--- config.mk ---
export PLATFORM = sky130hd
export DESIGN_NAME = issue_core
export DESIGN_NICKNAME = d
export VERILOG_FILES = /design/src/logic/core_pkg.sv /design/src/logic/alu_exec.sv /design/src/logic/inst_decoder.sv /design/src/logic/inst_queue.sv /design/src/logic/issue_core.sv /design/src/logic/reg_writeback.sv
export VERILOG_INCLUDE_DIRS = /design/src /design/src/logic
export SDC_FILE = /design/constraint.sdc
export NUM_CORES = 2
export LEC_CHECK = 0
export BUFFER_PORTS_ARGS = -buffer_cell sky130_fd_sc_hd__buf_2
export CORE_MARGIN = 2
export CORE_UTILIZATION = 47
export DETAILED_ROUTE_END_ITERATION = 12
export GPL_TIMING_DRIVEN = 1
export SLEW_MARGIN = 20
export SYNTH_ARGS = -nofsm -noshare
export SYNTH_HDL_FRONTEND = slang
export SYNTH_SLANG_ARGS = --single-unit
--- constraint.sdc ---
create_clock -name clk -period 6.4 [get_ports clk]
set_input_delay 1.28 -clock clk [delete_from_list [all_inputs] [get_ports clk]]
set_output_delay 1.28 -clock clk [all_outputs]
set_load 0.02 [all_outputs]
--- src/logic/core_defs.svh ---
`ifndef CORE_DEFS_SVH
`define CORE_DEFS_SVH

// Sizes and fixed codes shared by the core and its testbench.

// Number of entries in the circular instruction queue.
// This must stay a power of two so the pointers wrap on their own.
`define CORE_IQ_DEPTH 16

// Number of architectural integer registers.
// Register zero is hardwired to zero.
`define CORE_NUM_REGS 32

// Decoded operation code for an empty slot or an unsupported encoding.
// An op with this code is never written into the queue.
`define CORE_OP_NOP 5'b11111

`endif

--- src/logic/core_pkg.sv ---
`default_nettype none

`include "core_defs.svh"

package core_pkg;

    typedef logic [$clog2(`CORE_NUM_REGS)-1:0] reg_addr_t;

    // immediate forms reuse these codes and set has_imm.
    typedef enum logic [4:0] {
        op_add  = 5'd0,
        op_sub  = 5'd1,
        op_and  = 5'd2,
        op_or   = 5'd3,
        op_xor  = 5'd4,
        op_sll  = 5'd5,
        op_srl  = 5'd6,
        op_sra  = 5'd7,
        op_slt  = 5'd8,
        op_sltu = 5'd9,
        op_lui  = 5'd10,
        op_nop  = `CORE_OP_NOP
    } op_e;

    typedef enum logic [1:0] {
        empty,
        partial,
        full
    } iq_state_e;

    typedef struct packed {
        op_e        op;
        reg_addr_t  rs1;
        reg_addr_t  rs2;
        reg_addr_t  rd;
        logic [31:0] imm;
        logic       has_imm;
    } dec_inst_t;

    typedef struct packed {
        logic        valid;
        reg_addr_t   rd;
        logic [31:0] value;
    } exec_result_t;

endpackage

`default_nettype wire

--- src/logic/alu_exec.sv ---
`timescale 1ns/100ps
`default_nettype none

module alu_exec import core_pkg::*; (
    input  wire          clk,
    input  wire          rst,
    input  wire          dec_inst_t issue_inst,
    input  wire          issued,
    output reg_addr_t    rs1_addr,
    output reg_addr_t    rs2_addr,
    input  wire   [31:0] rs1_data,
    input  wire   [31:0] rs2_data,
    output exec_result_t ex_result
);

    logic [31:0] opa;
    logic [31:0] opb;
    logic [4:0]  shamt;
    logic [31:0] value;

    assign rs1_addr = issue_inst.rs1;
    assign rs2_addr = issue_inst.rs2;

    assign opa   = rs1_data;
    assign opb   = issue_inst.has_imm ? issue_inst.imm : rs2_data;
    assign shamt = opb[4:0];

    always_comb begin
        case (issue_inst.op)
            op_add:  value = opa + opb;
            op_sub:  value = opa - opb;
            op_and:  value = opa & opb;
            op_or:   value = opa | opb;
            op_xor:  value = opa ^ opb;
            op_sll:  value = opa << shamt;
            op_srl:  value = opa >> shamt;
            op_sra:  value = $unsigned($signed(opa) >>> shamt);
            op_slt:  value = {31'b0, $signed(opa) < $signed(opb)};
            op_sltu: value = {31'b0, opa < opb};
            op_lui:  value = issue_inst.imm; // upper immediate passes unchanged.
            default: value = '0;
        endcase
    end

    always_ff @(posedge clk) begin
        if (!rst) begin
            ex_result.valid <= 1'b0;
        end else begin
            ex_result.valid <= issued;
            ex_result.rd    <= issue_inst.rd;
            ex_result.value <= value;
        end
    end

endmodule

`default_nettype wire

--- src/logic/inst_decoder.sv ---
`timescale 1ns/100ps
`default_nettype none

module inst_decoder import core_pkg::*; (
    input  wire         clk,
    input  wire         rst,
    input  wire         inst_valid,
    input  wire  [31:0] inst,
    output dec_inst_t   dec
);

    localparam logic [6:0] OPC_OP     = 7'b0110011;
    localparam logic [6:0] OPC_OP_IMM = 7'b0010011;
    localparam logic [6:0] OPC_LUI    = 7'b0110111;
    localparam logic [6:0] F7_BASE    = 7'b0000000;
    localparam logic [6:0] F7_ALT     = 7'b0100000;

    logic [6:0]  opcode;
    logic [2:0]  funct3;
    logic [6:0]  funct7;
    logic [31:0] imm_i;
    logic [31:0] imm_u;
    dec_inst_t   nxt;

    assign opcode = inst[6:0];
    assign funct3 = inst[14:12];
    assign funct7 = inst[31:25];
    assign imm_i  = {{20{inst[31]}}, inst[31:20]};
    assign imm_u  = {inst[31:12], 12'b0};

    always_comb begin
        nxt.op      = op_nop;
        nxt.rs1     = inst[19:15];
        nxt.rs2     = inst[24:20];
        nxt.rd      = inst[11:7];
        nxt.imm     = imm_i;
        nxt.has_imm = 1'b0;
        case (opcode)
            OPC_OP: begin
                if (funct7 == F7_BASE) begin
                    case (funct3)
                        3'b000: nxt.op = op_add;
                        3'b001: nxt.op = op_sll;
                        3'b010: nxt.op = op_slt;
                        3'b011: nxt.op = op_sltu;
                        3'b100: nxt.op = op_xor;
                        3'b101: nxt.op = op_srl;
                        3'b110: nxt.op = op_or;
                        default: nxt.op = op_and;
                    endcase
                end else if (funct7 == F7_ALT && funct3 == 3'b000) begin
                    nxt.op = op_sub;
                end else if (funct7 == F7_ALT && funct3 == 3'b101) begin
                    nxt.op = op_sra;
                end
            end
            OPC_OP_IMM: begin
                nxt.has_imm = 1'b1;
                case (funct3)
                    3'b000: nxt.op = op_add;
                    3'b010: nxt.op = op_slt;
                    3'b011: nxt.op = op_sltu;
                    3'b100: nxt.op = op_xor;
                    3'b110: nxt.op = op_or;
                    3'b111: nxt.op = op_and;
                    3'b001: nxt.op = (funct7 == F7_BASE) ? op_sll : op_nop;
                    default: begin
                        if (funct7 == F7_BASE) nxt.op = op_srl;
                        else if (funct7 == F7_ALT) nxt.op = op_sra;
                    end
                endcase
            end
            OPC_LUI: begin
                nxt.op      = op_lui;
                nxt.rs1     = '0; // lui has no source register.
                nxt.imm     = imm_u;
                nxt.has_imm = 1'b1;
            end
            default: nxt.op = op_nop;
        endcase
        if (!inst_valid) nxt.op = op_nop;
    end

    always_ff @(posedge clk) begin
        if (!rst) begin
            dec.op <= op_nop;
        end else begin
            dec <= nxt;
        end
    end

endmodule

`default_nettype wire

--- src/logic/inst_queue.sv ---
`timescale 1ns/100ps
`default_nettype none

`include "core_defs.svh"

module inst_queue import core_pkg::*; (
    input  wire        clk,
    input  wire        rst,
    input  wire        dec_inst_t dec,
    input  wire        rs_full,
    input  wire        rob_full,
    output logic       iq_full,
    output logic       issued,
    output dec_inst_t  issue_inst
);

    localparam int DEPTH = `CORE_IQ_DEPTH;
    localparam int PTR_W = $clog2(DEPTH);
    localparam int CNT_W = $clog2(DEPTH + 1);

    dec_inst_t        entries [DEPTH];
    logic [DEPTH-1:0] busy;
    logic [PTR_W-1:0] head;
    logic [PTR_W-1:0] tail;
    logic [CNT_W-1:0] count;
    logic [CNT_W-1:0] count_nxt;
    iq_state_e        state;
    iq_state_e        state_nxt;
    logic             stall;
    logic             wr_req;
    logic             bypass;
    logic             enq;
    logic             deq;

    assign stall   = rs_full || rob_full;
    assign wr_req  = (dec.op != op_nop);
    // an empty queue hands the new op straight to execute.
    assign bypass  = wr_req && (state == empty) && !stall;
    assign enq     = wr_req && !bypass;
    assign deq     = busy[head] && !stall;
    assign iq_full = (state == full);

    always_comb begin
        count_nxt = count;
        if (enq && !deq) begin
            count_nxt = count + 1'b1;
        end else if (deq && !enq) begin
            count_nxt = count - 1'b1;
        end
        if (count_nxt == '0) begin
            state_nxt = empty;
        end else if (count_nxt >= CNT_W'(DEPTH - 1)) begin
            state_nxt = full; // one slot stays for an op already in decode.
        end else begin
            state_nxt = partial;
        end
    end

    always_ff @(posedge clk) begin
        if (enq) begin
            entries[tail] <= dec;
        end
    end

    always_ff @(posedge clk) begin
        if (!rst) begin
            head          <= '0;
            tail          <= '0;
            busy          <= '0;
            count         <= '0;
            state         <= empty;
            issued        <= 1'b0;
            issue_inst.op <= op_nop;
        end else begin
            if (deq) begin
                busy[head] <= 1'b0;
                head       <= head + 1'b1;
            end
            if (enq) begin
                busy[tail] <= 1'b1;
                tail       <= tail + 1'b1;
            end
            count  <= count_nxt;
            state  <= state_nxt;
            issued <= deq || bypass;
            if (deq) begin
                issue_inst <= entries[head];
            end else if (bypass) begin
                issue_inst <= dec;
            end else begin
                issue_inst.op <= op_nop;
            end
        end
    end

    // the source must hold inst_valid back while iq_full is high.
    a_no_overflow: assert property (@(posedge clk) disable iff (!rst)
        enq |-> count != CNT_W'(DEPTH))
        else $error("inst_queue write with all %0d entries busy", DEPTH);

    a_issue_stall: assert property (@(posedge clk) disable iff (!rst)
        issued |-> !$past(rs_full) && !$past(rob_full))
        else $error("inst_queue issued under back-pressure");

endmodule

`default_nettype wire

--- src/logic/issue_core.sv ---
`timescale 1ns/100ps
`default_nettype none

module issue_core import core_pkg::*; (
    input  wire          clk,
    input  wire          rst,
    input  wire          inst_valid,
    input  wire   [31:0] inst,
    input  wire          rs_full,
    input  wire          rob_full,
    output logic         iq_full,
    output logic         issued,
    output exec_result_t result
);

    dec_inst_t    dec;
    dec_inst_t    issue_inst;
    reg_addr_t    rs1_addr;
    reg_addr_t    rs2_addr;
    logic [31:0]  rs1_data;
    logic [31:0]  rs2_data;
    exec_result_t ex_result;

    inst_decoder u_decoder (
        .clk        (clk),
        .rst        (rst),
        .inst_valid (inst_valid),
        .inst       (inst),
        .dec        (dec)
    );

    inst_queue u_queue (
        .clk        (clk),
        .rst        (rst),
        .dec        (dec),
        .rs_full    (rs_full),
        .rob_full   (rob_full),
        .iq_full    (iq_full),
        .issued     (issued),
        .issue_inst (issue_inst)
    );

    alu_exec u_exec (
        .clk        (clk),
        .rst        (rst),
        .issue_inst (issue_inst),
        .issued     (issued),
        .rs1_addr   (rs1_addr),
        .rs2_addr   (rs2_addr),
        .rs1_data   (rs1_data),
        .rs2_data   (rs2_data),
        .ex_result  (ex_result)
    );

    reg_writeback u_writeback (
        .clk       (clk),
        .rst       (rst),
        .ex_result (ex_result),
        .rs1_addr  (rs1_addr),
        .rs2_addr  (rs2_addr),
        .rs1_data  (rs1_data),
        .rs2_data  (rs2_data),
        .result    (result)
    );

endmodule

`default_nettype wire

--- src/logic/reg_writeback.sv ---
`timescale 1ns/100ps
`default_nettype none

`include "core_defs.svh"

module reg_writeback import core_pkg::*; (
    input  wire          clk,
    input  wire          rst,
    input  wire          exec_result_t ex_result,
    input  wire          reg_addr_t rs1_addr,
    input  wire          reg_addr_t rs2_addr,
    output logic  [31:0] rs1_data,
    output logic  [31:0] rs2_data,
    output exec_result_t result
);

    logic [31:0] regs [`CORE_NUM_REGS];
    logic        wr_en;

    assign wr_en = ex_result.valid && (ex_result.rd != '0);

    // the op in execute reads the result that is written this cycle.
    function automatic logic [31:0] read_port(input reg_addr_t addr);
        if (addr == '0) return '0;
        if (wr_en && ex_result.rd == addr) return ex_result.value;
        return regs[addr];
    endfunction

    always_comb begin
        rs1_data = read_port(rs1_addr);
        rs2_data = read_port(rs2_addr);
    end

    always_ff @(posedge clk) begin
        if (!rst) begin
            for (int i = 0; i < `CORE_NUM_REGS; i++) begin
                regs[i] <= '0;
            end
        end else if (wr_en) begin
            regs[ex_result.rd] <= ex_result.value;
        end
    end

    always_ff @(posedge clk) begin
        if (!rst) begin
            result.valid <= 1'b0;
        end else begin
            result.valid <= ex_result.valid;
            result.rd    <= ex_result.rd;
            result.value <= (ex_result.rd == '0) ? '0 : ex_result.value;
        end
    end

endmodule

`default_nettype wire

==> impl_metrics.toml <==
[global_route]
grt_max_degree = 103
grt_pass1_vias = 66200
grt_pass1_wl_um = 499000
antenna_found_initial = 17
overflow = 0
track_usage_pct = 30.7

[sta]
hold_slack_ps = 422
hold_viol = 0
worst_slew_pin_slew_ps = 1110
period_needed_ps = 6190
fin_setup_tns_ps = 0
fin_crit_sh_pct = 96.7
grt_setup_unrepaired = "false"
slew_violations = 0
finClkSkew_ps = 112
clock.fmax_mhz = 162
slew_headroom_pct = 25.5
setup_viol = 0

[floorplan]
rows = 173
core-area_mm2 = 0.222
io_pins = 77
die_y_um = 476
die_area_mm2 = 0.227
dieWidth_um = 476
start_util_pct = 47.2

[route]
wl_per_cell_um = 34.7
remaining_drc_errors = 0
first_pass_iters = 8
drtAntennaViolNets = 0
vias = 67300
wirelength_um = 355000
drt_iter0_drc = 9970
via_per_inst = 6.60

[pwr]
seq_power_share_pct = 51.5
swShare_pct = 22.8
p_int_mw = 23.5
power.density_mw_per_mm2 = 256
p_clk_share_pct = 43.3
p_comb_share_pct = 5.2
leakage_nw = 41.5
vdd_drop_max_v = 0.000341
netSwitchingPower_mw = 6.95

[logic_synthesis]
synth_edf_count = 2042
ys_ff_latch = 2100
avgSynthCellArea_um2 = 15.3
ys_warn_count = 0
syn_inst = 6859
syn_area_mm2 = 0.105
ys.flop_type = "edfxtp_1"
async_flop_share_pct = 0
synth_cell_types = 96
yosysSeqAreaShare_pct = 59.6

[clock_tree]
clk_pin_slew_ps = 60
cts.sinks = 2100
clockRootBuffer = "clkbuf_16"
cts_made_buffers = 221
cts_tree = "yes"
insertion_delay_ps = 910
htreeDepth = 4
clk_path_buf_depth = 3

[cells_and_area]
nets = 7183
fillCellCount = 17900
drive_gt1_share_pct = 26.4
final_cell_mix = "edfxtp_1 (2042), mux4_2 (773), and2_1 (710)"
layout_commonest_cell = "edfxtp_1"
stdcell_area_mm2 = 0.119
final_util_pct = 53.6
syn_to_final_growth_pct = 13.5

[worst_setup_path]
reg2reg_depth = 19
start_kind = "register"
critPathCaptureType = "register"
reg2reg_slack_ps = 210
crit_type = "reg2reg"
worstPathArrival_ps = 6830
crit_required_ps = 7050
crit_fanout = 7

[placed_design]
port_buffers = 76
dpl.hpwl_um = 218000
placed_area_mm2 = 0.111
routabilityCongestion = 0.969

[hold_path]
min_path_type = "reg2reg"
hold-path-cell-count = 0

[run_status]
status = "finished, final reports clean"

[job]
maxCapViolCount = 0
## flip-flops by register name (all words and copies together) (netlist names), named ones only
name and flops:
u_queue.issue_inst 53, u_exec.ex_result 38, u_queue.count 5, u_queue.issued 1
u_writeback.result 38, u_queue.entries 848, u_queue.tail 4, u_queue.busy 16
u_writeback.regs 1024, u_decoder.dec 53, u_queue.head 4, u_queue.state 2
## cell type report
type / count / area, um^2 / share of cell area, %
Inverter: 140 / 531 / 0.446
Tap cell: 2975 / 3720 / 3.13
Clock buffer: 278 / 5860 / 4.93
Antenna cell: 7 / 17.5 / 0.0147
Clock inverter: 139 / 1600 / 1.35
Timing Repair Buffer: 541 / 4690 / 3.94
Sequential cell: 2100 / 62500 / 52.6
Multi-Input combinational cell: 4029 / 39900 / 33.6
## Yosys cell counts, types with 7 or more instances
cell type  number  area, um^2
edfxtp_1     2042       61300
mux4_2        773       17400
and2_1        711        4450
clkbuf_1      424        1590
nor2_1        339        1270
mux2i_1       312        3120
nand2_1       225         845
a21oi_1       196         981
o21ai_0       180         901
and3_1        151         945
nor3_1        147         736
inv_1         130         488
ha_1          111        1390
mux2_2         86         968
a211oi_1       85         638
a221oi_1       85         744
buf_1          82         308
buf_2          61         305
dfxtp_1        58        1160
nor2b_1        58         363
nand3_1        40         200
nand2b_1       39         244
a21o_1         31         233
o21a_1         31         233
buf_4          30         225
xnor2_1        30         263
a22oi_1        29         218
o22ai_1        25         156
a211o_1        23         201
buf_6          20         225
o211ai_1       19         143
or3_1          19         119
o21bai_1       18         135
a22o_1         16         140
or2_2          13        81.3
a31oi_1        12        75.1
nor4_1         12        75.1
a211oi_2       10         125
a311oi_1        9        78.8
nor3b_1         9        67.6
o221ai_1        9        78.8
o31ai_1         9        67.6
a221o_1         8        80.1
nand4_1         8        50.1
o311ai_0        7        61.3
## worst paths after layout
check,start,to
max,register,u_exec.ex_result[0]$_DFFE_PP_
min,u_queue.issue_inst[37]$_DFFE_PP_,u_exec.ex_result[36]$_DFFE_PP_
max reg2reg,register,u_exec.ex_result[0]$_DFFE_PP_
min reg2reg,u_queue.issue_inst[37]$_DFFE_PP_,u_exec.ex_result[36]$_DFFE_PP_
## repair_timing
action / CTS / global route
pin swaps: 0 / 5
resized for setup: 1 / 26
buffers inserted: 1 / 13
setup endpoints to repair: 2 / 11
gates cloned: 0 / 3
hold buffers: 0 / 0
## stage by stage
step	power [mW]	setup slack, ps	cells
finish	30.4	214	10200
global route	31.2	1.66	10200
CTS	30.5	71.3	10200
detailed placement	17.5	33.0	9767
global placement	17.5	121	9765
floorplan	16.7	230	6890
## worst max-delay path, cell delays in order (launching register included)
cell       delay (ps)
dfxtp_4           430
clkbuf_4          220
mux4_1            570
mux4_2            560
mux2i_2           290
nand2_1           150
and3_1            300
ha_1              260
or4_1             390
nor2_1            170
o41a_1            230
o21ai_1           100
buf_4             160
a2111o_1          470
a311o_1           370
a311o_1           390
a211oi_1          300
a21oi_1           100
or3b_1            390
o2111ai_1          90
## logic make-up after synthesis
family / count (synthesis) / synth area share (%)
XOR/XNOR: 36 / 0.301
adder cells (fa/ha/maj): 113 / 1.36
multiplexers: 1178 / 20.7
buffers and inverters: 761 / 3.10
flip-flops: 2100 / 59.6
AND/OR/NAND/NOR: 1795 / 9.21
AO/OA/AOI/OAI: 875 / 5.70
other: 1 / 0.00358
## metal layers
metal | up-vias | part of all wire, % | global-route usage [%]
li1 | 27300 | - | -
met4 | 4 | 4.3 | 11.5
met2 | 4252 | 46 | 47.4
met3 | 682 | 9.6 | 5.15
met5 | - | 0.0093 | 0
met1 | 35100 | 40 | 44.0
## power groups by stage
stage	combinational, mW	clock (mW)	sequential (mW)
floorplan	0.853	0	15.9
global placement	1.53	0	15.9
detailed placement	1.53	0	15.9
CTS	1.54	13.3	15.7
global route	1.64	13.8	15.7
finish	1.57	13.2	15.7
No activity file was read; power rests on OpenSTA's default activity.
